$ cat src/logic/rdm_params.svh
`ifndef RDM_PARAMS_SVH
`define RDM_PARAMS_SVH

////////////////////////////////////////////////////////////
// Bus widths
////////////////////////////////////////////////////////////

// Address and data width of the AXI read port
`define RDM_ADDR_W 32
`define RDM_DATA_W 32

// Bytes carried by one data beat
`define RDM_DW_BYTES 4

// Width of the transfer size field in bytes
`define RDM_XFER_W 20

////////////////////////////////////////////////////////////
// Burst and flow limits
////////////////////////////////////////////////////////////

// Smaller of 256 beats and a 4 KB page worth of beats
`define RDM_BURST_BEATS 256
// Bytes per full burst and also the start address alignment
`define RDM_BURST_BYTES 1024

// Bursts allowed in flight at once
`define RDM_MAX_OUTSTANDING 4
// Buffer entries for four full bursts, power of two
`define RDM_BUF_DEPTH 1024

`endif

$ cat src/logic/rdm_pkg.sv
`include "rdm_params.svh"

package rdm_pkg;

  ////////////////////////////////////////////////////////////
  // Bus payload types
  ////////////////////////////////////////////////////////////

  typedef logic [`RDM_ADDR_W-1:0] addr_t;
  typedef logic [`RDM_DATA_W-1:0] data_t;
  typedef logic [`RDM_XFER_W-1:0] xfer_t;

  ////////////////////////////////////////////////////////////
  // Counter types
  ////////////////////////////////////////////////////////////

  // Total beats minus one
  typedef logic [`RDM_XFER_W-$clog2(`RDM_DW_BYTES)-1:0] beat_cnt_t;
  // Bursts minus one, upper bits of the beat count
  typedef logic [`RDM_XFER_W-$clog2(`RDM_DW_BYTES)-$clog2(`RDM_BURST_BEATS)-1:0] burst_cnt_t;
  // AXI burst length minus one
  typedef logic [7:0] arlen_t;
  // Free outstanding slots, 0 up to the limit
  typedef logic [$clog2(`RDM_MAX_OUTSTANDING+1)-1:0] credit_t;

  // Address issuer FSM
  typedef enum logic [1:0] {
    AR_IDLE,
    AR_SEND,
    AR_STALL
  } ar_state_t;

endpackage

$ cat src/logic/rdm_r_tracker.sv
module rdm_r_tracker (
  input  logic                aclk,
  input  logic                areset,
  input  logic                cmd_go,
  input  rdm_pkg::burst_cnt_t cmd_bursts,
  input  logic                m_axi_rvalid,
  input  logic                m_axi_rlast,
  output logic                ctrl_done
);

  logic                busy;
  rdm_pkg::burst_cnt_t bursts_left;
  logic                rlast_beat;
  logic                final_beat;

  // rready is tied high so rvalid alone is a transfer
  assign rlast_beat = m_axi_rvalid & m_axi_rlast;
  assign final_beat = rlast_beat && busy && (bursts_left == '0);

  ////////////////////////////////////////////////////////////
  // Burst countdown
  ////////////////////////////////////////////////////////////

  always_ff @(posedge aclk) begin
    if (areset) begin
      busy        <= 1'b0;
      bursts_left <= '0;
    end else if (cmd_go) begin
      busy        <= 1'b1;
      bursts_left <= cmd_bursts;
    end else if (rlast_beat && busy) begin
      if (bursts_left == '0) begin
        busy <= 1'b0;
      end else begin
        bursts_left <= bursts_left - 1'b1;
      end
    end
  end

  // Done follows the final rlast by one cycle
  always_ff @(posedge aclk) begin
    if (areset) begin
      ctrl_done <= 1'b0;
    end else begin
      ctrl_done <= final_beat;
    end
  end

  // Slave returns no burst that was never requested
  a_rlast_when_busy: assert property (
    @(posedge aclk) disable iff (areset)
    rlast_beat |-> busy
  );

endmodule

$ cat config.mk
export PLATFORM = sky130hd
export DESIGN_NAME = rdm_r_tracker
export DESIGN_NICKNAME = d
export VERILOG_FILES = /design/src/logic/rdm_pkg.sv /design/src/logic/rdm_r_tracker.sv
export VERILOG_INCLUDE_DIRS = /design/src /design/src/logic
export SDC_FILE = /design/constraint.sdc
export NUM_CORES = 1
export LEC_CHECK = 0
export BUFFER_PORTS_ARGS = -buffer_cell sky130_fd_sc_hd__buf_4
export CAP_MARGIN = 30
export CELL_PAD_IN_SITES_DETAIL_PLACEMENT = 0
export CELL_PAD_IN_SITES_GLOBAL_PLACEMENT = 1
export CORE_ASPECT_RATIO = 1.75
export CORE_MARGIN = 2
export CORE_UTILIZATION = 25
export CTS_CLUSTER_SIZE = 28
export DETAILED_ROUTE_END_ITERATION = 8
export GPL_ROUTABILITY_DRIVEN = 0
export PLACE_DENSITY = 0.5
export SLEW_MARGIN = 20
export SYNTH_ARGS = -nofsm -noshare
export SYNTH_HDL_FRONTEND = slang
export SYNTH_SLANG_ARGS = --single-unit
$ cat constraint.sdc
create_clock -name aclk -period 2.05 [get_ports aclk]
set_clock_uncertainty 0.15 [all_clocks]
set_input_delay 0.3075 -clock aclk [delete_from_list [all_inputs] [get_ports aclk]]
set_output_delay 0.3075 -clock aclk [all_outputs]
set_load 0.03 [all_outputs]
==> summary.txt <==
Power and ir drop
  – Pleak: 0.369 nW
  – Sw frac: 26.0%
  – Cell Pwr Density: 681 mW/mm^2
  – Worst vdd ir: 0.000258 V
  – Combinational Power Share: 18.6%
  – Clk pwr share: 39.6%
  – Pint: 0.481 mW
  – Overall Power: 0.650 mW
  – Sequential share of power: 41.8%
  – P_sw: 0.169 mW

Clock tree
  – H-Tree Depth: 1
  – Clk slew on worst S/H paths: 0.06 ns
  – Clk Latency, worst-skew pair: 0.24 ns
  – Clock buffer depth: 2
  – CTS tree: done
  – Num CTS Buffers: 3
  – TritonCTS sink count: 12
  – Root Buffer: clkbuf_8

Setup path
  – CP max stage cell: or3b_1
  – Buf+Inv Stages, Crit Path: 1
  – Worst endpoint required time: 2.08 ns
  – Crit-path cells: inv_1 -> ha_1 -> or3b_1 -> a2111oi_1 -> o221a_2
  – CP top delay family: compound AO/OA/AOI/OAI gates
  – Element type at the critical path start: flip-flop
  – Worst Setup End Kind: flip-flop
  – Worst reg2reg startpoint: bursts_left[0]
  – R2R depth: 5
  – R2r endpoint: bursts_left[4]
  – Worst Setup Path Type: reg2reg
  – Critical Path Start: bursts_left[0]
  – CP max stage delay: 0.43 ns
  – R2r setup slk: 0.14 ns
  – Critical Path AT: 1.94 ns
  – Crit path max fanout: 4

Routing
  – Final ANT Viol Nets: 0
  – Drt pass-1 iters: 4
  – Starting DRT DRC Count: 11
  – Final wirelength: 1870 microns
  – Routed vias: 708
  – DR DRC count: 0
  – DR vias/cell: 5.53
  – DR WL/cell: 14.6 microns

Worst hold path
  – Worst hold stages: 2
  – Worst hold path type: in2reg
  – Hold Crit Endpoint: bursts_left[3]
  – Hold_sp: cmd_go

Timing
  – Setup violators final: 0
  – Period minus WS final: 1.91 ns
  – Worst-Margin Slew: 0.499 ns
  – Fin worst setup slack: 0.142 ns
  – TNS Setup: 0 ns
  – Final Cycle Share: 93.1%
  – RSZ-0062 raised after global routing: no
  – Final hold violation count: 0
  – Final slew viol count: 0
  – Peak Freq: 524 MHz
  – Rel. slew slack: 66.7%

Floorplan
  – IO Pins: 16
  – Die area: 0.00338 sq mm
  – Floorplan die width: 44.8 microns
  – Core footprint: 0.00275 sq mm
  – Number of core rows: 25
  – Die span in y: 75.4 microns
  – Initial Util: 26.5%

Synth
  – Mapped Nets: 96
  – Seq/Total Area, Yosys: 33.0%
  – Mapped Cells: 80
  – Area leader, netlist: dfxtp_1
  – Asr flop ratio synth: 0%
  – Yosys warns: 0
  – Cell with the most instances after synthesis: dfxtp_1
  – Cell variety after synth: 37
  – Top FF cell, synth: dfxtp_1
  – Synth top area share: 33.0%
  – Synthesized cell area: 728 sq um
  – Synth top cells by count: dfxtp_1, nor2_1, inv_1, o21ai_0
  – Synthesized area per cell: 9.10 sq um
  – Synth area leaders: dfxtp_1, nor4_2, nor2_1
  – EDFF count, synth: 0
  – Synthesis-stage register bit count: 12

Place
  – I/O Buffers: 15
  – DPL Wire Length: 1460 microns
  – Pre-CTS setup slack: 0.136 ns

GRT
  – Vias in the first global route: 761
  – Total GRT Usage: 13.9%
  – Initial antenna violation count: 0
  – Largest net degree at the start of global routing: 17
  – Congestion Overflow GR: 0
  – Global-route wire length before repair: 3450 microns

Layout
  – Fin nets: 118
  – Area Overhead vs Synth: 30.9%
  – N_diodes: 0
  – Layout cells sized above 1: 36.6%

Run
  – Total of max-cap violations: 0

Outcome
  – Outcome: completed
## per-stage QoR
step | std cells | area [sq um] | util [%] | hold WS (ns)
after floorplan | 80 | 728 | - | 0.246
after global placement | 122 | 882 | 32.0 | 0.346
after detailed placement | 122 | 882 | 32.0 | 0.368
after CTS | 126 | 937 | 34.0 | 0.175
after global routing | 128 | 953 | 34.6 | 0.186
final | 128 | 953 | 34.6 | 0.176
## kinds of logic (layout without fill, tap and decap cells)
kind of cell | after synthesis | count (layout) | share of synthesized area, %
and+or+nand+nor | 35 | 35 | 34.9
DFF | 12 | 12 | 33.0
adders and majority gates | 1 | 1 | 1.72
AOI/OAI and AO/OA | 22 | 22 | 23.7
buffers and inverters | 8 | 29 | 4.12
xor gates and xnor gates | 1 | 1 | 1.20
muxes | 1 | 1 | 1.37
## layout make-up
| cell class | count | area [sq um] |
|---|---|---|
| Clock buffer | 4 | 55.1 |
| Fill cell | 298 | 1800 |
| Timing Repair Buffer | 19 | 143 |
| Inverter | 6 | 22.5 |
| Multi-Input combinational cell | 60 | 459 |
| Tap cell | 27 | 33.8 |
| Sequential cell | 12 | 240 |
## state kept, by name, indices dropped and copies added (netlist names)
register     cells
ctrl_done        1
busy             1
bursts_left     10
## layer usage
layer | global-route usage (%) | wire [microns]
met5 | 0 | 0
met4 | 5.88 | 22
met2 | 25.6 | 1050
met3 | 2.13 | 49
met1 | 15.3 | 747
## worst max-delay path by stage
stage / end / slack (ns) / cells past startpoint
after global placement: bursts_left[1] / 0.18 / 4
final: bursts_left[4] / 0.14 / 5
after floorplan: bursts_left[4] / 0.31 / 5
after detailed placement: bursts_left[4] / 0.14 / 5
after CTS: bursts_left[4] / 0.11 / 5
after global routing: bursts_left[4] / 0.04 / 5
## power by group through the flow
stage          logic (mW)  registers, mW  clock network [mW]
2_1_floorplan      0.0781          0.271                   0
3_5_place_dp        0.119          0.277                   0
5_1_grt             0.138          0.276               0.277
3_3_place_gp        0.119          0.277                   0
4_1_cts             0.119          0.272               0.268
6_report            0.121          0.271               0.257
## placed cells by master (no fill, tap or decap), drive strengths merged, types with 2 or more instances in the layout
cell / synthesis / layout
nor3: 3 / 3
clkbuf: 1 / 4
and4: 2 / 2
dfxtp: 12 / 12
or4: 3 / 3
nor2: 8 / 8
a311oi: 3 / 3
and3: 2 / 2
buf: 1 / 19
nor4: 6 / 6
a2111oi: 2 / 2
a21oi: 4 / 4
nor2b: 2 / 2
inv: 6 / 6
nand3: 4 / 4
a221oi: 2 / 2
nand2: 2 / 2
o21ai: 5 / 5
## what timing repair did
action / 4_1_cts / 5_1_grt
setup endpoints to repair: 0 / 2
hold buffers: 0 / 0
setup buffers: 0 / 2
resized for setup: 0 / 1
hold endpoints to repair: 0 / 0
## worst register-to-register path, delay by kind of cell (launching register included)
| family | cells | cell delay [ns] |
|---|---|---|
| AO/OA/AOI/OAI | 2 | 0.69 |
| adder cells (fa/ha/maj) | 1 | 0.17 |
| buffers and inverters | 1 | 0.08 |
| flip-flops | 1 | 0.32 |
| AND/OR/NAND/NOR | 1 | 0.43 |
Power figures use the tool's default switching activity.
