File: config.mk
export PLATFORM = sky130hd
export DESIGN_NAME = rdm_cmd_setup
export DESIGN_NICKNAME = d
export VERILOG_FILES = /design/src/logic/rdm_pkg.sv /design/src/logic/rdm_cmd_setup.sv
export VERILOG_INCLUDE_DIRS = /design/src /design/src/logic
export SDC_FILE = /design/constraint.sdc
export NUM_CORES = 1
export LEC_CHECK = 0
export BUFFER_PORTS_ARGS = -buffer_cell sky130_fd_sc_hd__clkbuf_2
export CELL_PAD_IN_SITES_DETAIL_PLACEMENT = 2
export CELL_PAD_IN_SITES_GLOBAL_PLACEMENT = 2
export CORE_MARGIN = 3
export CORE_UTILIZATION = 28
export DETAILED_ROUTE_END_ITERATION = 16
export PLACE_DENSITY = 0.83
export SETUP_SLACK_MARGIN = 0.15
export SLEW_MARGIN = 40
export SYNTH_ARGS = -nofsm -noshare
export SYNTH_HDL_FRONTEND = slang
export SYNTH_SLANG_ARGS = --single-unit
File: constraint.sdc
create_clock -name aclk -period 1.5 [get_ports aclk]
set_input_delay 0.225 -clock aclk [delete_from_list [all_inputs] [get_ports aclk]]
set_output_delay 0.225 -clock aclk [all_outputs]
set_load 0.01 [all_outputs]
File: src/logic/rdm_params.svh
`ifndef RDM_PARAMS_SVH
`define RDM_PARAMS_SVH

////////////////////////////////////////////////////////////
// Bus widths
////////////////////////////////////////////////////////////

// Address and data width of the AXI read port
`define RDM_ADDR_W 32
`define RDM_DATA_W 32

// Bytes carried by one data beat
`define RDM_DW_BYTES 4

// Width of the transfer size field in bytes
`define RDM_XFER_W 20

////////////////////////////////////////////////////////////
// Burst and flow limits
////////////////////////////////////////////////////////////

// Smaller of 256 beats and a 4 KB page worth of beats
`define RDM_BURST_BEATS 256
// Bytes per full burst and also the start address alignment
`define RDM_BURST_BYTES 1024

// Bursts allowed in flight at once
`define RDM_MAX_OUTSTANDING 4
// Buffer entries for four full bursts, power of two
`define RDM_BUF_DEPTH 1024

`endif

File: src/logic/rdm_pkg.sv
`include "rdm_params.svh"

package rdm_pkg;

  ////////////////////////////////////////////////////////////
  // Bus payload types
  ////////////////////////////////////////////////////////////

  typedef logic [`RDM_ADDR_W-1:0] addr_t;
  typedef logic [`RDM_DATA_W-1:0] data_t;
  typedef logic [`RDM_XFER_W-1:0] xfer_t;

  ////////////////////////////////////////////////////////////
  // Counter types
  ////////////////////////////////////////////////////////////

  // Total beats minus one
  typedef logic [`RDM_XFER_W-$clog2(`RDM_DW_BYTES)-1:0] beat_cnt_t;
  // Bursts minus one, upper bits of the beat count
  typedef logic [`RDM_XFER_W-$clog2(`RDM_DW_BYTES)-$clog2(`RDM_BURST_BEATS)-1:0] burst_cnt_t;
  // AXI burst length minus one
  typedef logic [7:0] arlen_t;
  // Free outstanding slots, 0 up to the limit
  typedef logic [$clog2(`RDM_MAX_OUTSTANDING+1)-1:0] credit_t;

  // Address issuer FSM
  typedef enum logic [1:0] {
    AR_IDLE,
    AR_SEND,
    AR_STALL
  } ar_state_t;

endpackage

File: src/logic/rdm_cmd_setup.sv
`include "rdm_params.svh"

module rdm_cmd_setup (
  input  logic                aclk,
  input  logic                areset,
  input  logic                ctrl_start,
  input  rdm_pkg::addr_t      ctrl_addr,
  input  rdm_pkg::xfer_t      ctrl_xfer_size,
  output logic                cmd_go,
  output rdm_pkg::addr_t      cmd_base,
  output rdm_pkg::burst_cnt_t cmd_bursts,
  output rdm_pkg::arlen_t     cmd_last_len
);

  // Byte offset bits inside a beat
  localparam int LOG_DW = $clog2(`RDM_DW_BYTES);
  // Beat index bits inside a burst
  localparam int LOG_BURST = $clog2(`RDM_BURST_BEATS);
  localparam int BEAT_W = $bits(rdm_pkg::beat_cnt_t);
  localparam rdm_pkg::addr_t ALIGN_MASK = rdm_pkg::addr_t'(`RDM_BURST_BYTES - 1);

  logic               start_d1;
  rdm_pkg::beat_cnt_t total_r;
  rdm_pkg::beat_cnt_t size_beats;
  logic               size_partial;

  ////////////////////////////////////////////////////////////
  // Stage 1 capture of the command
  ////////////////////////////////////////////////////////////

  // Whole beats in the size and a flag for a leftover partial beat
  assign size_beats   = ctrl_xfer_size[`RDM_XFER_W-1:LOG_DW];
  assign size_partial = |ctrl_xfer_size[LOG_DW-1:0];

  always_ff @(posedge aclk) begin
    if (ctrl_start) begin
      // Round up to whole beats then keep as count minus one
      total_r  <= size_partial ? size_beats : size_beats - 1'b1;
      // Start on a burst boundary
      cmd_base <= ctrl_addr & ~ALIGN_MASK;
    end
  end

  ////////////////////////////////////////////////////////////
  // Stage 2 split into bursts
  ////////////////////////////////////////////////////////////

  always_ff @(posedge aclk) begin
    cmd_bursts   <= total_r[BEAT_W-1:LOG_BURST];
    cmd_last_len <= total_r[LOG_BURST-1:0];
  end

  // Go pulse lines up with the split fields
  always_ff @(posedge aclk) begin
    if (areset) begin
      start_d1 <= 1'b0;
      cmd_go   <= 1'b0;
    end else begin
      start_d1 <= ctrl_start;
      cmd_go   <= start_d1;
    end
  end

  // A new start must not land on a command still in setup
  a_no_start_in_setup: assert property (
    @(posedge aclk) disable iff (areset)
    ctrl_start |-> !start_d1 && !cmd_go
  );

endmodule

==> results.tsv, run 1 <==
metric	value	unit
netlist area before placement	2074	um2
reg-to-reg critical path endpoint	cmd_last_len[1]	
cell leakage power	1.289	nW
Worst Clk Skew	6.500	ps
H-tree levels	3	
number of clock buffers inserted by TritonCTS	9	
initial antenna violation count	0	
maximum capacitance violations	0	
vias in the first global route	1539	
area of all placed cells without fillers	2948	um2
final-report hold violation count	0	
category of the most critical setup path	input port to flop	
post-DR wirelength/cell	15.28	um
Hold Slack	73.86	ps
net switching power	0.7917	mW
placed wire-length estimate after detailed placement	4078	um
unique cell type count in the Yosys netlist	21	
Critical Path Start Type	input port	
IR Drop Worst-Case VDD	0.3503	mV
relative contribution of sequential cells to total power	0.511	
switching power share of the total	0.2084	
clock network fraction of total power	0.399	
Sink Count	60	
outcome	complete, no violations	
Worst-path clk slew	70	ps
postcts setup bufs	0	
worst r2r path cells	0	
signed area change from the synthesized netlist to the final layout	42.10	%
number of cells traversed by the worst hold path	1	
grt ovf	0	
CTS-repair resized insts	0	
CTS tree	yes	
antenna cell count	0	
Final Critical Period	1215	ps
total number of vias	1355	
sequential element share of the synthesized area	0.7720	
# nets final	294	
path category of the worst min-delay check	input port to flop	
Mapped Cells	125	
remaining antenna violation count	0	
die outline width	92.08	um
global-route usage over all layers	0.1293	
drt first-iter violations	27	
FF+latch count, synth	60	
cell area reported after detailed placement	2729	um2
Worst setup EP type	flop	
Pins Over Slew Limit	0	
DRC violations left	0	
source of the worst register-to-register timing path	total_r[1]	
clock root cell	clkbuf_8	
data arrival time at the worst-slack endpoint	1280	ps
area of the die	8478	um2
upper clock frequency limit	0.8232	GHz
critical hold path startpoint	ctrl_addr[15]	
number of detailed-routing iterations run before antenna repair	4	
Port-buffer cells	85	
unrepaired setup endpoints after global routing	false	
Clock Tree Buf Depth	2	
count of endpoints failing setup in the final report	0	
starting density of the core	0.2971	
Avg Synthesized Cell Area	16.60	um2
Boundary Pins	106	
setup slack on the worst flop-to-flop path	990	ps
detail-routed via count per cell	3.997	
Internal Power	3.007	mW
PD cells	1289	nW/um2
clock latency on the worst-skew pair	320	ps
Crit path required time	1570	ps
total core area	6982	um2
total number of yosys warnings	0	
wirelength, routed	5181	um
weighted congestion at the end of routability-driven global placement	0.7540	
standard-cell rows	30	
first element of the critical path	ctrl_xfer_size[4]	
largest driver fanout on the critical path	5	
share of final-layout standard cells stronger than drive strength 1	0.5226	
Post-CTS Hold Fix Bufs	0	
maximum number of pins on one net before global-route repair	42	
end point of the worst hold path	cmd_base[15]	
combinational fraction of design power	0.090	
height of the chip	92.08	um
period utilisation layout	0.8099	
wire length of the first global-routing pass	8224	um
==> power by group through the flow <==
stage	registers, mW	clock network [mW]	logic (mW)
after global placement	1.97	0	0.327
after floorplan	2.02	0	0.0721
after detailed placement	1.98	0	0.346
after CTS	1.95	1.55	0.349
after global routing	1.96	1.62	0.374
final	1.94	1.52	0.341
==> per-layer routing <==
layer,vias to the layer above,global-route usage,part of all wire
met5,-,0,0
met4,0,0.05569,0.013
met3,5,0.03856,0.059
met2,48,0.2488,0.57
met1,654,0.1261,0.35
li1,648,-,-
==> cells by family (layout without fill, tap and decap cells) <==
group	Yosys count	in the layout	synth area share
XOR/XNOR	17	17	0.07177
AO/OA/AOI/OAI	1	1	0.002410
buffers and inverters	12	121	0.03981
AND/OR/NAND/NOR	33	33	0.1062
adder cells (fa/ha/maj)	1	1	0.006030
other	1	10	0.001808
flip-flops	60	60	0.7720
==> cell usage in the layout, fill, tap and decap left out, drive strengths merged <==
cell and count:
dfxtp 20, nand2 6, inv 2, xnor2 10, ha 1, and2 1
edfxtp 40, bufinv 1, xor2 7, a21oi 1, nor3b 2, nand3 2
nor4 3, conb 10, nor2b 3, nand4 2, nor2 6, clkbuf 100
buf 18, nor3 8
==> state kept, by name (all words and copies together) (netlist names) <==
name          cells
cmd_base         22
total_r          18
cmd_bursts       10
cmd_last_len      8
cmd_go            1
start_d1          1
==> cell usage after synthesis, drive strengths merged <==
cell | n | area share
edfxtp | 40 | 0.58
dfxtp | 20 | 0.19
buf | 10 | 0.036
xnor2 | 10 | 0.042
nor3 | 8 | 0.024
xor2 | 7 | 0.030
nand2 | 6 | 0.011
nor2 | 6 | 0.011
nor2b | 3 | 0.0090
nor4 | 3 | 0.019
inv | 2 | 0.0036
nand3 | 2 | 0.0048
nand4 | 2 | 0.012
nor3b | 2 | 0.012
a21oi | 1 | 0.0024
and2 | 1 | 0.0030
conb | 1 | 0.0018
ha | 1 | 0.0060
==> through the flow <==
step	util	setup TNS [ps]	instances	total power, mW	worst slack (ps)
3_3_place_gp	0.3909	-29.39	323	2.293	-18.47
6_report	0.4222	0	339	3.799	285.2
3_5_place_dp	0.3909	-308.1	323	2.327	-83.96
5_1_grt	0.4222	0	339	3.956	113.9
4_1_cts	0.4219	0	339	3.851	230.8
2_1_floorplan	-	0	134	2.092	160.0
==> cell type report <==
class	count	area (um2)
Inverter	2	7.507
Timing Repair Buffer	103	573.1
Sequential cell	60	1602
Tap cell	96	120.1
Multi-Input combinational cell	62	429.2
Fill cell	760	4034
Clock buffer	15	186.4
Clock inverter	1	30.03
==> worst max-delay path by stage <==
stage / to / slack (ps) / cells after the start
final: total_r[17] / 290 / 6
after global routing: total_r[14] / 110 / 7
after CTS: total_r[11] / 230 / 6
after detailed placement: total_r[14] / -80 / 7
after global placement: total_r[17] / -20 / 6
after floorplan: total_r[14] / 160 / 6
==> worst max-delay path: stages <==
cell	delay, ps
clkbuf_2	110
nor4_4	280
buf_4	180
nand4_2	140
nor3b_2	250
xor2_1	100
No activity file was read; power rests on OpenSTA's default activity.
==> run 2: changes to the inputs <==
--- a/config.mk
+++ b/config.mk
@@ -6,13 +6,14 @@
 export SDC_FILE = /design/constraint.sdc
 export NUM_CORES = 1
 export LEC_CHECK = 0
+export ABC_AREA = 1
 export BUFFER_PORTS_ARGS = -buffer_cell sky130_fd_sc_hd__clkbuf_2
 export CELL_PAD_IN_SITES_DETAIL_PLACEMENT = 2
 export CELL_PAD_IN_SITES_GLOBAL_PLACEMENT = 2
 export CORE_MARGIN = 3
-export CORE_UTILIZATION = 28
+export CORE_UTILIZATION = 25
 export DETAILED_ROUTE_END_ITERATION = 16
-export PLACE_DENSITY = 0.83
+export PLACE_DENSITY = 0.81
 export SETUP_SLACK_MARGIN = 0.15
 export SLEW_MARGIN = 40
 export SYNTH_ARGS = -nofsm -noshare
==> constraint.sdc (replaced) <==
create_clock -name aclk -period 1 [get_ports aclk]
set_input_delay 0.15 -clock aclk [delete_from_list [all_inputs] [get_ports aclk]]
set_output_delay 0.15 -clock aclk [all_outputs]
set_load 0.01 [all_outputs]
==> run 2 against run 1 <==
Against the previous run:
- the run now ends with setup timing left
- wire length up 53%
- largest cell class unchanged
- global-route usage increased by 0.48 points
- clock skew about the same
- design area rose by 30%
==> results.tsv, run 2 <==
metric	value	unit
cell area reported after detailed placement	2987	um2
antenna cell count	0	
outcome	complete, but fails checks	
least setup slack across all paths after layout	-34.64	ps
wire length of the first global-routing pass	10310	um
# nets final	384	
critical hold path startpoint	ctrl_addr[11]	
registers with the highest flip-flop counts	cmd_base: 22 flops, total_r: 18 flops, cmd_bursts: 10 flops	
height of the chip	99.62	um
Mapped Cells	175	
clock root cell	clkbuf_8	
Worst-path clk slew	70	ps
Hold Slack	8.833	ps
global-route usage over all layers	0.1341	
Pins Over Slew Limit	0	
Sink Count	60	
Final Critical Period	1035	ps
number of clock buffers inserted by TritonCTS	9	
most common cell after layout, fill and taps aside	clkbuf_2	
violated checks	setup timing	
placed wire-length estimate after detailed placement	4643	um
Port-buffer cells	85	
biggest area consumer among synthesized cells	edfxtp_1	
remaining antenna violation count	0	
DRC violations left	0	
number of placed instances, taps included	390	
portion of synthesized cell area occupied by the leading cell type	0.5483	
Avg Synthesized Cell Area	12.52	um2
most instantiated cells after synthesis	40 x edfxtp_1, 35 x nand2_1, 20 x dfxtp_1, 20 x inv_1, 15 x nor2_1	
upper clock frequency limit	0.9665	GHz
top_reg_cell synth	edfxtp_1	
period utilisation layout	1.035	
Clock Tree Buf Depth	2	
Synth async-reset ratio	0	
die outline width	99.62	um
maximum number of pins on one net before global-route repair	23	
signed area change from the synthesized netlist to the final layout	74.76	%
non-filler cells in the finished layout	438	
sequential element share of the synthesized area	0.7310	
number of flops mapped to enable cells by yosys	40	
drt first-iter violations	56	
wirelength, routed	7909	um
FF+latch count, synth	60	
starting density of the core	0.2614	
category of the most critical setup path	input port to flop	
number of detailed-routing iterations run before antenna repair	4	
largest driver fanout on the critical path	4	
Worst setup EP type	flop	
Boundary Pins	106	
count of endpoints failing setup in the final report	6	
initial antenna violation count	0	
grt ovf	0	
Largest register FFs	22	
standard-cell rows	33	
post-DR wirelength/cell	18.06	um
share of final-layout standard cells stronger than drive strength 1	0.5886	
total number of vias	1822	
total number of yosys warnings	0	
area of the die	9923	um2
unrepaired setup endpoints after global routing	true	
weighted congestion at the end of routability-driven global placement	0.7839	
total core area	8382	um2
path category of the worst min-delay check	input port to flop	
vias in the first global route	2024	
data arrival time at the worst-slack endpoint	1110	ps
CTS tree	yes	
register with the most flip-flops	cmd_base	
most frequent cell after synthesis	edfxtp_1	
maximum capacitance violations	0	
cell leakage power	1.770	nW
Worst Clk Skew	6.137	ps
first element of the critical path	ctrl_xfer_size[3]	
H-tree levels	3	
Crit path required time	1080	ps
source of the worst register-to-register timing path	start_d1	
unique cell type count in the Yosys netlist	22	
PD cells	1592	nW/um2
ranking of synthesized cells by area	edfxtp_1 55%, dfxtp_1 18%, nand2_1 6.0%	
area of all placed cells without fillers	3829	um2
clock latency on the worst-skew pair	320	ps
IR Drop Worst-Case VDD	0.5474	mV
final-report hold violation count	0	
netlist area before placement	2191	um2
Critical Path Start Type	input port	
detail-routed via count per cell	4.160	
leading cell types in the layout, fill and taps excluded	58 x clkbuf_2, 40 x edfxtp_1, 30 x buf_4	
-- run 2: path summary, 6_finish.rpt --
| check | to | slack [ps] | cells after the start |
|---|---|---|---|
| hold reg to reg | cmd_last_len[2] | 350 | 0 |
| setup / recovery | total_r[10] | -30 | 8 |
| setup reg to reg | cmd_go | 440 | 2 |
| hold / removal | cmd_base[11] | 9 | 1 |
-- run 2: power breakdown --
part / total, mW / switching [mW] / internal [mW]
Sequential: 2.94 / 0.0729 / 2.87
Combinational: 0.824 / 0.410 / 0.414
Clock: 2.33 / 0.945 / 1.39
-- run 2: timing repair --
item	in CTS	in global routing
endpoints found under the hold margin	13	3
resized for setup	31	78
pin swaps	12	19
buffers inserted	7	10
hold buffers	12	3
setup endpoints to repair	55	56
-- run 2: critical path, cell delays in order --
cell,delay (ps)
clkbuf_16,140
inv_12,50
ha_4,140
buf_6,100
nand3_4,80
nor2_4,180
nand2_2,100
xor2_1,170
-- run 2: kinds of logic after synthesis --
family,Yosys count,share of synthesized area
adders and majority gates,1,0.005710
AOI/OAI and AO/OA,2,0.004564
buffers and inverters,31,0.07024
other,1,0.001712
xor gates and xnor gates,8,0.03198
and+or+nand+nor,72,0.1548
DFF,60,0.7310
-- run 2: area by class of cell --
type	count	area, um2
fill	861	4553
sequential	60	1618
timing repair buffer	143	1115
multi-input combinational	93	650.6
tap	105	131.4
clock buffer	10	127.6
inverter	21	106.4
clock inverter	6	80.08
-- run 2: through the flow --
step           setup TNS, ps  utilization  total power, mW  setup WS, ps
6_report              -87.04       0.4568            6.096        -34.64
5_1_grt               -684.7       0.4568            6.337        -97.92
4_1_cts               -58.15       0.4201            5.916        -19.97
3_5_place_dp           -4286       0.3563            3.563        -404.2
3_3_place_gp           -3590       0.3563            3.526        -322.4
2_1_floorplan         -110.7            -            3.178        -47.42
-- run 2: metal layers --
layer,up-vias,GRT usage,part of all wire
li1,859,-,-
met1,885,0.1359,0.37
met2,67,0.2603,0.56
met3,11,0.03086,0.045
met4,0,0.05567,0.021
met5,-,0,0
==> run 3: changes to the inputs <==
--- a/config.mk
+++ b/config.mk
@@ -6,14 +6,14 @@
 export SDC_FILE = /design/constraint.sdc
 export NUM_CORES = 1
 export LEC_CHECK = 0
-export ABC_AREA = 1
 export BUFFER_PORTS_ARGS = -buffer_cell sky130_fd_sc_hd__clkbuf_2
 export CELL_PAD_IN_SITES_DETAIL_PLACEMENT = 2
 export CELL_PAD_IN_SITES_GLOBAL_PLACEMENT = 2
 export CORE_MARGIN = 3
-export CORE_UTILIZATION = 25
+export CORE_UTILIZATION = 26
 export DETAILED_ROUTE_END_ITERATION = 16
-export PLACE_DENSITY = 0.81
+export PLACE_DENSITY_LB_ADDON = 0.1
+export RECOVER_POWER = 100
 export SETUP_SLACK_MARGIN = 0.15
 export SLEW_MARGIN = 40
 export SYNTH_ARGS = -nofsm -noshare
==> run 3 against run 2 <==
Against the previous run:
- the run still ends with setup timing left
- critical path depth fell by 1
- hold slack improved by 31 ps
- design area down 8.8%
- die area decreased by 8.4%
- global-route usage decreased by 1.5 points
- worst setup slack got worse by 59 ps
- sequential share of layout area up 3.9 points
- count of clock-buffer cells in the layout unchanged
- clock skew down 2.9 ps
- first-iteration DRC count shrank 52%
- utilization up 0.97 points
- critical endpoint is now total_r[6]
- largest cell class unchanged
- largest power group unchanged
- highest routed layer unchanged
==> results.tsv, run 3 (synthesis gave the netlist of run 1 again) <==
metric	value	unit
outcome	complete, but fails checks	
violated checks	setup timing	
final core utilization	0.4665	
critical-path cell list	buf_8 -> nor4_4 -> buf_4 -> buf_6 -> nand2_4 -> nor3_4 -> xor2_1	
# nets final	327	
Internal Power	4.778	mW
most common cell after layout, fill and taps aside	clkbuf_2	
global-route usage over all layers	0.1195	
drt first-iter violations	27	
power consumption	6.103	mW
Largest register FFs	22	
clock network fraction of total power	0.405	
non-filler cells in the finished layout	375	
Hold Slack	40.00	ps
relative contribution of sequential cells to total power	0.481	
CTS tree	yes	
final-report hold violation count	0	
area of all placed cells without fillers	3492	um2
antenna cell count	0	
remaining antenna violation count	0	
wire length of the first global-routing pass	8073	um
slew of the pin with the lowest slew margin	553.6	ps
wirelength, routed	5682	um
number of placed instances, taps included	336	
maximum capacitance violations	0	
critical path's slowest cell	nor4_4	
cell area reported after detailed placement	2829	um2
category of the most critical setup path	input port to flop	
starting density of the core	0.2771	
number of clock buffers inserted by TritonCTS	9	
largest driver fanout on the critical path	3	
vias in the first global route	1654	
share of final-layout standard cells stronger than drive strength 1	0.5725	
placed wire-length estimate after detailed placement	3963	um
least setup slack across all paths after layout	-94.04	ps
Worst setup EP type	flop	
gate family responsible for the most delay along the worst path	simple AND/OR/NAND/NOR gates	
Final Critical Period	1094	ps
count of endpoints failing setup in the final report	19	
upper clock frequency limit	0.9140	GHz
Sink Count	60	
weighted congestion at the end of routability-driven global placement	0.7012	
Boundary Pins	106	
PD cells	1748	nW/um2
net switching power	1.325	mW
Critical Path Start Type	input port	
Port-buffer cells	85	
Clock Tree Buf Depth	2	
path category of the worst min-delay check	input port to flop	
cell leakage power	1.505	nW
signed area change from the synthesized netlist to the final layout	68.34	%
initial antenna violation count	0	
final setup TNS	-641.4	ps
post-DR wirelength/cell	15.15	um
clock root cell	clkbuf_8	
number of detailed-routing iterations run before antenna repair	4	
height of the chip	95.33	um
Worst path max stage delay	300	ps
standard-cell rows	31	
DRC violations left	0	
Worst-path clk slew	70	ps
data arrival time at the worst-slack endpoint	1170	ps
leading cell types in the layout, fill and taps excluded	54 x clkbuf_2, 40 x edfxtp_1, 26 x buf_4	
registers with the highest flip-flop counts	cmd_base: 22 flops, total_r: 18 flops, cmd_bursts: 10 flops	
combinational fraction of design power	0.114	
register with the most flip-flops	cmd_base	
area of the die	9087	um2
IR Drop Worst-Case VDD	0.7052	mV
maximum number of pins on one net before global-route repair	42	
switching power share of the total	0.2172	
total number of vias	1497	
H-tree levels	3	
setup slack at placement	-505.1	ps
clock latency on the worst-skew pair	320	ps
total core area	7486	um2
Crit path required time	1070	ps
setup slack on the worst flop-to-flop path	490	ps
sum of buffers and inverters on the critical path	3	
unrepaired setup endpoints after global routing	true	
Pins Over Slew Limit	0	
detail-routed via count per cell	3.992	
period utilisation layout	1.094	
max_slew headroom	0.6310	
die outline width	95.33	um
grt ovf	0	
Worst Clk Skew	3.262	ps
## run 3: cell count changes in the layout (fill, tap and decap cells not counted), sizes merged, moves of 4 or more
cell         previous run  this run
buf                    67        51
clkbuf                 71        76
dlygate4sd3            15        19
inv                    21         3
nand2                  37         6
nand3                   8         2
nor2                   19         6
nor3                    2         8
xnor2                   1        10
## run 3: worst paths after layout
| path | depth (start not counted) | to | startpoint |
|---|---|---|---|
| worst max register to register | 1 | cmd_go | start_d1 |
| worst min-delay path | 1 | cmd_base[14] | ctrl_addr[14] |
| worst min register to register | 0 | cmd_bursts[6] | total_r[14] |
| worst max-delay path | 7 | total_r[6] | ctrl_xfer_size[0] |
## run 3: area by class of cell
class,instances,area (um2)
flip-flops and latches,60,1613
multi-input cells,62,554.3
well taps,99,123.9
repair buffers,136,960.9
inverters,2,7.507
fillers,757,3994
clock inverters,6,83.83
clock buffers,10,148.9
## run 3: power groups by stage
stage	clock, mW	combinational, mW	sequential, mW
2_1_floorplan	0	0.111	3.03
3_3_place_gp	0	0.538	2.95
3_5_place_dp	0	0.556	2.97
4_1_cts	2.55	0.646	2.92
5_1_grt	2.66	0.759	2.95
6_report	2.47	0.698	2.93
## run 3: what timing repair did
item | CTS | global route
cloned | 0 | 0
pin swaps | 7 | 7
hold buffers | 18 | 1
resized for setup | 22 | 56
setup buffers | 2 | 2
setup endpoints to repair | 55 | 55
endpoints found under the hold margin | 19 | 1
## run 3: metal layers
metal	track usage	vias up	routed length [um]
met5	0	-	0
met4	0.06851	0	79
met3	0.02999	6	476
met2	0.2064	74	3051
met1	0.1329	700	2075
li1	-	717	-
