==> src/logic/rdm_params.svh <==
`ifndef RDM_PARAMS_SVH
`define RDM_PARAMS_SVH

////////////////////////////////////////////////////////////
// Bus widths
////////////////////////////////////////////////////////////

// Address and data width of the AXI read port
`define RDM_ADDR_W 32
`define RDM_DATA_W 32

// Bytes carried by one data beat
`define RDM_DW_BYTES 4

// Width of the transfer size field in bytes
`define RDM_XFER_W 20

////////////////////////////////////////////////////////////
// Burst and flow limits
////////////////////////////////////////////////////////////

// Smaller of 256 beats and a 4 KB page worth of beats
`define RDM_BURST_BEATS 256
// Bytes per full burst and also the start address alignment
`define RDM_BURST_BYTES 1024

// Bursts allowed in flight at once
`define RDM_MAX_OUTSTANDING 4
// Buffer entries for four full bursts, power of two
`define RDM_BUF_DEPTH 1024

`endif

==> src/logic/rdm_pkg.sv <==
`include "rdm_params.svh"

package rdm_pkg;

  ////////////////////////////////////////////////////////////
  // Bus payload types
  ////////////////////////////////////////////////////////////

  typedef logic [`RDM_ADDR_W-1:0] addr_t;
  typedef logic [`RDM_DATA_W-1:0] data_t;
  typedef logic [`RDM_XFER_W-1:0] xfer_t;

  ////////////////////////////////////////////////////////////
  // Counter types
  ////////////////////////////////////////////////////////////

  // Total beats minus one
  typedef logic [`RDM_XFER_W-$clog2(`RDM_DW_BYTES)-1:0] beat_cnt_t;
  // Bursts minus one, upper bits of the beat count
  typedef logic [`RDM_XFER_W-$clog2(`RDM_DW_BYTES)-$clog2(`RDM_BURST_BEATS)-1:0] burst_cnt_t;
  // AXI burst length minus one
  typedef logic [7:0] arlen_t;
  // Free outstanding slots, 0 up to the limit
  typedef logic [$clog2(`RDM_MAX_OUTSTANDING+1)-1:0] credit_t;

  // Address issuer FSM
  typedef enum logic [1:0] {
    AR_IDLE,
    AR_SEND,
    AR_STALL
  } ar_state_t;

endpackage

==> src/logic/rdm_ar_issue.sv <==
`include "rdm_params.svh"

module rdm_ar_issue (
  input  logic                aclk,
  input  logic                areset,
  input  logic                cmd_go,
  input  rdm_pkg::addr_t      cmd_base,
  input  rdm_pkg::burst_cnt_t cmd_bursts,
  input  rdm_pkg::arlen_t     cmd_last_len,
  input  logic                burst_retired,
  output logic                m_axi_arvalid,
  input  logic                m_axi_arready,
  output rdm_pkg::addr_t      m_axi_araddr,
  output rdm_pkg::arlen_t     m_axi_arlen
);

  localparam rdm_pkg::arlen_t  FULL_LEN   = rdm_pkg::arlen_t'(`RDM_BURST_BEATS - 1);
  localparam rdm_pkg::addr_t   ADDR_STEP  = rdm_pkg::addr_t'(`RDM_BURST_BYTES);
  localparam rdm_pkg::credit_t CREDIT_MAX = rdm_pkg::credit_t'(`RDM_MAX_OUTSTANDING);

  rdm_pkg::ar_state_t  state;
  rdm_pkg::addr_t      addr_r;
  rdm_pkg::burst_cnt_t bursts_left;
  rdm_pkg::arlen_t     last_len_r;
  rdm_pkg::credit_t    credit;
  logic                ar_xfer;
  logic                final_burst;
  logic                have_credit;
  logic                cmd_load;

  assign ar_xfer     = m_axi_arvalid & m_axi_arready;
  assign final_burst = bursts_left == '0;
  assign have_credit = credit != '0;
  // New commands only land while idle
  assign cmd_load    = cmd_go && (state == rdm_pkg::AR_IDLE);

  ////////////////////////////////////////////////////////////
  // Issue FSM
  ////////////////////////////////////////////////////////////

  always_ff @(posedge aclk) begin
    if (areset) begin
      state <= rdm_pkg::AR_IDLE;
    end else begin
      case (state)
        rdm_pkg::AR_IDLE: begin
          if (cmd_go) begin
            state <= have_credit ? rdm_pkg::AR_SEND : rdm_pkg::AR_STALL;
          end
        end
        rdm_pkg::AR_SEND: begin
          // Always drop valid for a cycle after a handshake
          if (m_axi_arready) begin
            state <= final_burst ? rdm_pkg::AR_IDLE : rdm_pkg::AR_STALL;
          end
        end
        rdm_pkg::AR_STALL: begin
          if (have_credit) begin
            state <= rdm_pkg::AR_SEND;
          end
        end
        default: state <= rdm_pkg::AR_IDLE;
      endcase
    end
  end

  assign m_axi_arvalid = state == rdm_pkg::AR_SEND;

  ////////////////////////////////////////////////////////////
  // Address and burst count
  ////////////////////////////////////////////////////////////

  always_ff @(posedge aclk) begin
    if (areset) begin
      bursts_left <= '0;
    end else if (cmd_load) begin
      bursts_left <= cmd_bursts;
    end else if (ar_xfer && !final_burst) begin
      bursts_left <= bursts_left - 1'b1;
    end
  end

  always_ff @(posedge aclk) begin
    if (cmd_load) begin
      addr_r     <= cmd_base;
      last_len_r <= cmd_last_len;
    end else if (ar_xfer) begin
      addr_r <= addr_r + ADDR_STEP;
    end
  end

  assign m_axi_araddr = addr_r;
  // Only the final burst may be short
  assign m_axi_arlen  = final_burst ? last_len_r : FULL_LEN;

  ////////////////////////////////////////////////////////////
  // Outstanding credits
  ////////////////////////////////////////////////////////////

  // One credit per burst from AR handshake until its last beat leaves the stream
  always_ff @(posedge aclk) begin
    if (areset) begin
      credit <= CREDIT_MAX;
    end else if (ar_xfer && !burst_retired) begin
      credit <= credit - 1'b1;
    end else if (!ar_xfer && burst_retired) begin
      credit <= credit + 1'b1;
    end
  end

  a_ar_stable: assert property (
    @(posedge aclk) disable iff (areset)
    m_axi_arvalid && !m_axi_arready |=>
      m_axi_arvalid && $stable(m_axi_araddr) && $stable(m_axi_arlen)
  );

  // Retire pulses from the buffer never outrun issued bursts
  a_credit_bound: assert property (
    @(posedge aclk) disable iff (areset)
    credit <= CREDIT_MAX
  );

endmodule

==> config.mk <==
export PLATFORM = sky130hd
export DESIGN_NAME = rdm_ar_issue
export DESIGN_NICKNAME = d
export VERILOG_FILES = /design/src/logic/rdm_pkg.sv /design/src/logic/rdm_ar_issue.sv
export VERILOG_INCLUDE_DIRS = /design/src /design/src/logic
export SDC_FILE = /design/constraint.sdc
export NUM_CORES = 1
export LEC_CHECK = 0
export BUFFER_PORTS_ARGS = -buffer_cell sky130_fd_sc_hd__buf_2
export CAP_MARGIN = 20
export CORE_MARGIN = 5
export CORE_UTILIZATION = 28
export DETAILED_ROUTE_END_ITERATION = 6
export PLACE_DENSITY = 0.6
export RECOVER_POWER = 100
export SETUP_SLACK_MARGIN = 0.02
export SLEW_MARGIN = 20
export SYNTH_ARGS = -nofsm -noshare
export SYNTH_HDL_FRONTEND = slang
export SYNTH_SLANG_ARGS = --single-unit
==> constraint.sdc <==
create_clock -name aclk -period 1.97 [get_ports aclk]
set_clock_uncertainty 0.05 [all_clocks]
set_input_delay 0.2955 -clock aclk [delete_from_list [all_inputs] [get_ports aclk]]
set_output_delay 0.2955 -clock aclk [all_outputs]
set_load 0.01 [all_outputs]
==> results of run 1 <==
## state kept, by name, summed over array words and instances (netlist names)
signal	cells
state	2
last_len_r	8
bursts_left	10
m_axi_araddr	32
credit	3
## placed cells by master, fill, tap and decap left out, types with 3 or more instances in the layout
cell type                  count
sky130_fd_sc_hd__buf_2        66
sky130_fd_sc_hd__edfxtp_1     40
sky130_fd_sc_hd__clkbuf_1     36
sky130_fd_sc_hd__nand2_1      33
sky130_fd_sc_hd__nor2_1       27
sky130_fd_sc_hd__buf_4        22
sky130_fd_sc_hd__o21ai_0      19
sky130_fd_sc_hd__xor2_1       16
sky130_fd_sc_hd__and3_1       15
sky130_fd_sc_hd__dfxtp_1      13
sky130_fd_sc_hd__nand3_1      11
sky130_fd_sc_hd__a21oi_1       8
sky130_fd_sc_hd__nand4_1       7
sky130_fd_sc_hd__xnor2_1       7
sky130_fd_sc_hd__nor3_1        7
sky130_fd_sc_hd__buf_6         7
sky130_fd_sc_hd__inv_1         6
sky130_fd_sc_hd__or2b_1        6
sky130_fd_sc_hd__clkbuf_8      5
sky130_fd_sc_hd__a211oi_1      4
sky130_fd_sc_hd__inv_2         3
sky130_fd_sc_hd__clkbuf_2      3
## worst reg2reg max path, stage by stage (launching register included)
cell                        delay, ns
sky130_fd_sc_hd__dfxtp_2         0.34
sky130_fd_sc_hd__inv_2           0.08
sky130_fd_sc_hd__ha_4            0.13
sky130_fd_sc_hd__or4b_4          0.47
sky130_fd_sc_hd__buf_4           0.15
sky130_fd_sc_hd__buf_6           0.11
sky130_fd_sc_hd__o31ai_4         0.25
sky130_fd_sc_hd__buf_6           0.15
sky130_fd_sc_hd__nor2_2          0.03
sky130_fd_sc_hd__a2111oi_2       0.19
## per-layer routing
layer,GRT usage,vias to the layer above,share of wire
li1,-,1241,-
met1,0.150,1154,0.46
met2,0.186,64,0.46
met3,0.0326,9,0.068
met4,0.0387,0,0.012
met5,0,-,0
## timing repair
item | 4_1_cts | 5_1_grt
setup buffers | 6 | 6
pin swaps | 2 | 15
setup endpoints to repair | 13 | 19
hold endpoints to repair | 0 | 0
resized for setup | 8 | 12
hold buffers | 0 | 0
## worst paths after layout
check                  start             end  depth (start not counted)
min reg2reg        credit[1]       credit[1]                          2
min          cmd_last_len[6]   last_len_r[6]                          1
max           bursts_left[1]  m_axi_arlen[1]                          7
max reg2reg   bursts_left[1]  bursts_left[0]                          9
## per-stage QoR
step	hold WS, ns	setup slack (ns)	util	instances	setup TNS (ns)
final	0.102	-0.363	0.393	539	-3.00
after global routing	0.0772	-0.468	0.393	539	-5.66
after CTS	0.0823	-0.425	0.390	533	-3.19
after detailed placement	0.424	-0.115	0.372	519	-0.763
after global placement	0.424	-0.0810	0.372	519	-0.478
after floorplan	0.314	0.0178	-	275	0
## logic make-up (layout without fill, tap and decap cells)
group | Yosys count | in the layout
AOI/OAI and AO/OA | 40 | 40
and+or+nand+nor | 129 | 129
buffers and inverters | 20 | 151
adders and majority gates | 5 | 5
muxes | 2 | 2
xor gates and xnor gates | 24 | 24
DFF | 55 | 55
## power by group through the flow
stage / combinational, mW / clock, mW / sequential (mW)
after CTS: 0.839 / 0.806 / 1.54
after detailed placement: 0.802 / 0 / 1.56
after global routing: 0.943 / 0.848 / 1.56
after floorplan: 0.404 / 0 / 1.60
after global placement: 0.791 / 0 / 1.56
final: 0.845 / 0.770 / 1.54
## final cells by class
cell class | count | share of cell area
inverter | 10 | 0.00976
clock inverter | 1 | 0.00781
clock buffer | 7 | 0.0199
timing repair buffer | 133 | 0.188
multi-input combinational | 200 | 0.340
sequential | 55 | 0.391
tap | 133 | 0.0433
==> flow_summary.yaml, run 1 <==
cells_and_area:
  filler_instances: 1006
  synthToLayoutAreaGrowth_pct: 36.6
  seq_area_um2: 1500
  post-route-cell-area_um2: 3840
  final_nets: 465
  multi_input_area_um2: 1310
  diodes: 0
  fraction_of_layout_cells_with_a_size_suffix_above_1: 0.315
logic_synthesis:
  synth_adder_area_share: 0.0249
  synth.cell_area_um2: 2820
  synthTopCellsByArea: "sky130_fd_sc_hd__edfxtp_1 (43%), sky130_fd_sc_hd__dfxtp_1 (11%), sky130_fd_sc_hd__xor2_1 (5.3%)"
  xor_and_xnor_fraction_of_the_mapped_netlist_area: 0.0747
  ys_async_sr_fraction: 0
  synth.cells.most_frequent: "sky130_fd_sc_hd__edfxtp_1 (40), sky130_fd_sc_hd__nand2_1 (33), sky130_fd_sc_hd__nor2_1 (28)"
  yosys.cell_count.top_type: "sky130_fd_sc_hd__edfxtp_1"
  synth_largest_type_area_fraction: 0.427
  synth-seq-cells: 55
  warning_count_from_the_yosys_run: 0
  most_common_flop_cell_mapped_by_yosys: "sky130_fd_sc_hd__edfxtp_1"
  synth_edf_count: 40
  sequential_fraction_of_the_synthesis_area: 0.533
  mappedNetlistNets: 335
  post_synth_inst_count: 275
  syn_area_per_cell_um2: 10.2
  count_of_distinct_cell_types_in_the_synthesized_netlist: 43
  yosys-mux-area-fraction: 0.00711
  synth-simple-area-share: 0.245
  area_fraction_in_compound_gates_after_synthesis: 0.0876
  library_cell_with_the_largest_summed_area_after_synthesis: "sky130_fd_sc_hd__edfxtp_1"
  synth_top_family_by_area: "simple AND/OR/NAND/NOR gates"
global_routing:
  first_global_vias: 2393
  pin_count_of_the_biggest_net_entering_global_routing: 33
  global_route.overflow_total: 0
  grt_usage: 0.116
  antenna_found_initial: 0
  global_route_wire_length_before_repair_mm: 11.1
clocking:
  cts_root_buf: "sky130_fd_sc_hd__clkbuf_8"
  insertion_delay_ns: 0.32
  htreeDepth: 2
  numClockSinks: 55
  cts_tree: "done"
  cts_max_path_buffers: 2
  tritoncts.num_buffers: 5
  cts.clk_slew.worst_paths_ns: 0.10
routing:
  first_pass_iters: 4
  route.vias.total: 2468
  detail_route.vias_per_cell: 4.58
  drtIter0Drc: 138
  route.detailed.wl_per_inst_um: 13.5
  final_antenna_net_count: 0
  totalWireLength_mm: 7.26
  drt_drc_violations_left: 0
worst_hold_path:
  min_path_type: "primary input to flip-flop"
floorplan:
  dieArea_um2: 12200
  core-area_um2: 9770
  standard_cell_row_count: 36
  die_w_um: 110
  num_io_pins: 96
  start_util: 0.288
  floorplan_die_height_um: 110
run_status:
  status: "complete, but fails checks"
  failed_checks: "setup timing"
power_and_ir_drop:
  share_seq_of_total_power: 0.488
  power.share.switching: 0.303
  share_comb_of_total_power: 0.268
  netSwitchingPower_mw: 0.956
  cell_internal_pwr_mw: 2.20
  power_per_cell_area_nw_per_um2: 821
  peak_supply_drop_uv: 422
  leakage_nw: 1.49
  design_power_total_mw: 3.15
  clkPwrFrac: 0.244
critical_path:
  cell_chain_critical_path: "inv_2 > ha_4 > or4b_4 > nor3_4 > buf_6 > or2b_1 > buf_2"
  path_delay_family: "simple AND/OR/NAND/NOR gates"
  setup.worst_path.end_class: "output port"
  crit_path_max_incr_delay_ns: 0.47
  startpoint_type: "flip-flop"
  timing_worst_setup_path_type: "flip-flop to output port"
  crit_fanout: 3
  cp_data_arrival_time_ns: 1.99
  critPathSlowestCell: "sky130_fd_sc_hd__or4b_4"
  rrSetupSlack_ns: -0.09
  endpoint_required_time_on_the_critical_path_ns: 1.62
  cp_num_buf_inv: 3
timing:
  max_clock_freq_ghz: 0.429
  worst_slew_margin_rel: 0.571
  crit_path_time_final_ns: 2.33
  final_hold_viol_count: 0
  report.final.slew_viol_count: 0
  worst_pin_slew_ns: 0.644
  timing.final.crit_share: 1.18
  grt_setup_unrepaired: "yes"
  setup_viol: 12
  final_worst_path_setup_slack_ns: -0.363
place:
  hpwl_mm: 5.31
  placement.cell_area_um2: 3640
  routabilityCongestion: 0.852
  port_buffers: 95
flow_run:
  timing.max_cap.violations: 0
Note: power is estimated with default switching activity, not from simulation.
==> run 2, diff against run 1 <==
- ABC_CLOCK_PERIOD_IN_PS: default -> 1970
- CELL_PAD_IN_SITES_DETAIL_PLACEMENT: default -> 0
- CELL_PAD_IN_SITES_GLOBAL_PLACEMENT: default -> 1
- PLACE_DENSITY: 0.6 -> 0.74
- REMOVE_ABC_BUFFERS: default -> 1
==> flow_summary.yaml, run 2 (same netlist as run 1, synthesis figures left out) <==
floorplan:
  core-area_um2: 9770
  num_io_pins: 96
  floorplan_die_height_um: 110
  start_util: 0.288
  standard_cell_row_count: 36
  die_w_um: 110
  dieArea_um2: 12200
critical_path:
  startpoint_type: "flip-flop"
  rrSetupSlack_ns: -0.03
  cp_data_arrival_time_ns: 1.95
  endpoint_required_time_on_the_critical_path_ns: 1.62
  timing_worst_setup_path_type: "flip-flop to output port"
  setup.worst_path.end_class: "output port"
  crit_fanout: 8
place:
  hpwl_mm: 5.36
  place_ws_ns: -0.121
  port_buffers: 95
  routabilityCongestion: 0.778
  placement.cell_area_um2: 3610
routing:
  route.detailed.wl_per_inst_um: 13.6
  route.vias.total: 2393
  drtIter0Drc: 69
  first_pass_iters: 4
  detail_route.vias_per_cell: 4.50
  final_antenna_net_count: 0
  totalWireLength_mm: 7.25
  drt_drc_violations_left: 0
worst_hold_path:
  min_path_type: "primary input to flip-flop"
timing:
  worst_pin_slew_ns: 0.591
  crit_path_time_final_ns: 2.29
  timing.final.crit_share: 1.16
  report.final.slew_viol_count: 0
  grt_setup_unrepaired: "yes"
  worst_slew_margin_rel: 0.605
  final_hold_viol_count: 0
  max_clock_freq_ghz: 0.436
  final_worst_path_setup_slack_ns: -0.324
  totalNegativeSetupSlack_ns: -2.45
  setup_viol: 11
cells_and_area:
  fraction_of_layout_cells_with_a_size_suffix_above_1: 0.306
  final_nets: 458
  layout.core_utilization: 0.386
  diodes: 0
  filler_instances: 1043
  layout_common_cells: "sky130_fd_sc_hd__buf_2 (64), sky130_fd_sc_hd__edfxtp_1 (40), sky130_fd_sc_hd__nand2_1 (33), sky130_fd_sc_hd__clkbuf_1 (33), sky130_fd_sc_hd__nor2_1 (28)"
  post-route-cell-area_um2: 3780
  largest_register_ffs: 32
  synthToLayoutAreaGrowth_pct: 34.1
  final_common_cell: "sky130_fd_sc_hd__buf_2"
global_routing:
  global_route.overflow_total: 0
  global_route_wire_length_before_repair_mm: 11.0
  pin_count_of_the_biggest_net_entering_global_routing: 53
  grt_usage: 0.115
  first_global_vias: 2380
  antenna_found_initial: 0
run_status:
  status: "complete, but fails checks"
  failed_checks: "setup timing"
power_and_ir_drop:
  design_power_total_mw: 2.97
  power_per_cell_area_nw_per_um2: 786
  peak_supply_drop_uv: 303
  leakage_nw: 1.43
clocking:
  cts_root_buf: "sky130_fd_sc_hd__clkbuf_8"
  numClockSinks: 55
  cts.clk_slew.worst_paths_ns: 0.10
  htreeDepth: 2
  tritoncts.num_buffers: 5
  insertion_delay_ns: 0.31
  cts_max_path_buffers: 2
  cts_tree: "done"
flow_run:
  timing.max_cap.violations: 0
-- run 2: cell count changes in the layout (fill, tap and decap cells not counted), sizes merged --
cell      previous run  this run
clkinvlp             0         2
buf                 95        91
clkinv               1         3
inv                  9         8
bufinv               1         0
clkbuf              45        40
-- run 2: final timing paths --
check                  startpoint              to  cells after the start
hold reg to reg         credit[1]       credit[1]                      2
hold / removal    cmd_last_len[4]   last_len_r[4]                      1
setup / recovery   bursts_left[1]  m_axi_arlen[5]                      7
setup reg to reg   bursts_left[1]  bursts_left[0]                      8
-- run 2: repair_timing --
item | in CTS | in global routing
hold endpoints to repair | 0 | 0
hold buffers | 0 | 0
resized for setup | 14 | 9
endpoints found under the setup margin | 44 | 24
pin swaps | 6 | 6
buffers inserted | 3 | 4
-- run 2: layer usage --
layer | vias up | global-route usage | share of wire
met5 | - | 0 | 0
li1 | 1227 | - | -
met4 | 0 | 0.0317 | 0.0070
met3 | 4 | 0.0227 | 0.055
met2 | 65 | 0.200 | 0.48
met1 | 1097 | 0.146 | 0.46
-- run 2: cell type report --
type	instances	area, µm²	share of cell area
inverter	10	41.3	0.0109
sequential	55	1500	0.398
clock inverter	3	20.0	0.00530
timing repair buffer	126	678	0.180
clock buffer	5	68.8	0.0182
multi-input combinational	200	1300	0.344
tap	133	166	0.0441
-- run 2: metrics by stage --
step	hold slack, ns	std cells
floorplan	0.314	265
global placement	0.423	517
detailed placement	0.424	517
CTS	0.0986	528
global route	0.0940	532
finish	0.113	532
-- run 2: worst max-delay path: stages (launching register included) --
cell and delay (ns):
sky130_fd_sc_hd__dfxtp_2 0.34, sky130_fd_sc_hd__inv_2 0.07, sky130_fd_sc_hd__ha_4 0.13, sky130_fd_sc_hd__or4b_4 0.47, sky130_fd_sc_hd__nor3_4 0.13, sky130_fd_sc_hd__buf_6 0.15, sky130_fd_sc_hd__or2b_1 0.23, sky130_fd_sc_hd__buf_2 0.14
-- run 2: where the power goes --
group,leakage [nW],internal [mW],switching (mW)
registers,0.515,1.42,0.124
clock network,0.0418,0.249,0.375
logic,0.877,0.362,0.435
==> run 3, diff against run 2 <==
- CORE_UTILIZATION: 28 -> 34
- PLACE_DENSITY: 0.74 -> 0.85
- SKIP_CTS_REPAIR_TIMING: default -> 1
- TNS_END_PERCENT: default -> 50
==> flow_summary.yaml, run 3 (same netlist as run 1, synthesis figures left out) <==
run_status:
  status: "complete, but fails checks"
  failed_checks: "setup timing"
clocking:
  numClockSinks: 55
  cts.clk_slew.worst_paths_ns: 0.10
  cts_tree: "done"
  htreeDepth: 2
  cts_root_buf: "sky130_fd_sc_hd__clkbuf_8"
  cts_max_path_buffers: 2
  insertion_delay_ns: 0.30
  tritoncts.num_buffers: 5
cells_and_area:
  fraction_of_layout_cells_with_a_size_suffix_above_1: 0.275
  filler_instances: 849
  diodes: 0
  layout_common_cells: "sky130_fd_sc_hd__buf_2 (63), sky130_fd_sc_hd__edfxtp_1 (40), sky130_fd_sc_hd__clkbuf_1 (35)"
  final_nets: 452
  synthToLayoutAreaGrowth_pct: 30.0
  layout.core_utilization: 0.450
  seq_area_um2: 1510
  final-instance-count-excl-fill: 498
  multi_input_area_um2: 1260
  final_common_cell: "sky130_fd_sc_hd__buf_2"
  largest_register_ffs: 32
critical_path:
  crit_fanout: 8
  endpoint_required_time_on_the_critical_path_ns: 1.62
  setup.worst_path.end_class: "output port"
  crit-reg2reg-capture: "credit[2]"
  reg2regPathDepth: 7
  cell_chain_critical_path: "inv_2 > ha_4 > or4b_4 > nor3_4 > buf_6 > or2b_1 > buf_2"
  cp_data_arrival_time_ns: 1.96
  rrSetupSlack_ns: -0.07
  worst_r2r_startpoint: "state[1]"
  timing_worst_setup_path_type: "flip-flop to output port"
  startpoint_type: "flip-flop"
  critPathSlowestCell: "sky130_fd_sc_hd__or4b_4"
  crit_path_max_incr_delay_ns: 0.48
power_and_ir_drop:
  power.share.switching: 0.294
  peak_supply_drop_uv: 305
  share_comb_of_total_power: 0.241
  netSwitchingPower_mw: 0.901
  leakage_nw: 1.42
  cell_internal_pwr_mw: 2.17
  share_seq_of_total_power: 0.505
  power_per_cell_area_nw_per_um2: 838
  clkPwrFrac: 0.254
worst_hold_path:
  worst_hold_startpoint: "cmd_last_len[7]"
  min_delay_worst_endpoint: "last_len_r[7]"
  min_path_type: "primary input to flip-flop"
  hold-path-cell-count: 1
global_routing:
  first_global_vias: 2287
  global_route.overflow_total: 0
  antenna_found_initial: 0
  pin_count_of_the_biggest_net_entering_global_routing: 53
  global_route_wire_length_before_repair_mm: 10.6
  grt_usage: 0.128
timing:
  max_clock_freq_ghz: 0.434
  final_hold_viol_count: 0
  worst_pin_slew_ns: 0.539
  timing.final.crit_share: 1.17
  grt_setup_unrepaired: "yes"
  crit_path_time_final_ns: 2.30
  worst_slew_margin_rel: 0.641
  setup_viol: 9
  report.final.slew_viol_count: 0
  totalNegativeSetupSlack_ns: -2.56
  final_worst_path_setup_slack_ns: -0.335
routing:
  totalWireLength_mm: 6.68
  first_pass_iters: 4
  final_antenna_net_count: 0
  route.detailed.wl_per_inst_um: 13.4
  drtIter0Drc: 51
  detail_route.vias_per_cell: 4.75
  drt_drc_violations_left: 0
  route.vias.total: 2366
floorplan:
  floorplan_die_height_um: 101
  num_io_pins: 96
  start_util: 0.346
  core-area_um2: 8130
  dieArea_um2: 10200
  die_w_um: 101
  standard_cell_row_count: 33
place:
  hpwl_mm: 5.02
  port_buffers: 95
  dp_cells: 488
  routabilityCongestion: 0.760
flow_run:
  timing.max_cap.violations: 0
run 3: cell types whose count changed in the layout (fill, tap and decap cells not counted), moves of 2 or more:
cell | previous run | this run
sky130_fd_sc_hd__buf_4 | 25 | 19
sky130_fd_sc_hd__clkbuf_1 | 33 | 35
sky130_fd_sc_hd__clkinvlp_4 | 2 | 0
sky130_fd_sc_hd__inv_1 | 5 | 7
run 3: metrics by stage:
stage	worst slack, ns	cell area (µm²)	hold WS [ns]	power, mW
2_1_floorplan	-0.880	2780	0.314	1.98
3_3_place_gp	-0.0668	3570	0.424	2.31
3_5_place_dp	-0.136	3570	0.424	2.33
4_1_cts	-0.456	3690	0.104	3.11
5_1_grt	-0.430	3660	0.100	3.26
6_report	-0.335	3660	0.113	3.07
run 3: routing by layer:
metal | GRT usage | vias up | part of all wire
li1 | - | 1215 | -
met1 | 0.161 | 1075 | 0.42
met2 | 0.223 | 72 | 0.48
met3 | 0.0332 | 4 | 0.088
met4 | 0.0256 | 0 | 0.0060
met5 | 0 | - | 0
run 3: final cells by class:
| class | instances | area share |
|---|---|---|
| Clock buffer | 6 | 0.0226 |
| Sequential cell | 55 | 0.411 |
| Tap cell | 105 | 0.0359 |
| Inverter | 10 | 0.0103 |
| Multi-Input combinational cell | 200 | 0.343 |
| Clock inverter | 2 | 0.00957 |
| Timing Repair Buffer | 120 | 0.167 |
run 3: critical path, delay by kind of cell (launching register included):
family	cells	cell delay, ns
AND/OR/NAND/NOR	3	0.84
adder cells (fa/ha/maj)	1	0.13
buffers and inverters	3	0.36
flip-flops	1	0.34
run 3: power groups by stage:
stage               logic [mW]  clock network [mW]  registers, mW
finish                   0.740               0.779           1.55
global route             0.833               0.853           1.57
CTS                      0.768               0.802           1.54
detailed placement       0.764                   0           1.57
global placement         0.750                   0           1.56
floorplan                0.378                   0           1.60
run 3: worst max-delay path by stage:
stage	from	to	slack [ns]	cells after the start
CTS	bursts_left[0]	m_axi_arlen[1]	-0.46	7
global route	bursts_left[1]	m_axi_arlen[1]	-0.43	7
finish	bursts_left[1]	m_axi_arlen[1]	-0.33	7
floorplan	state[0]	m_axi_araddr[10]	-0.88	4
detailed placement	m_axi_arready	credit[2]	-0.14	8
global placement	m_axi_arready	credit[2]	-0.07	8
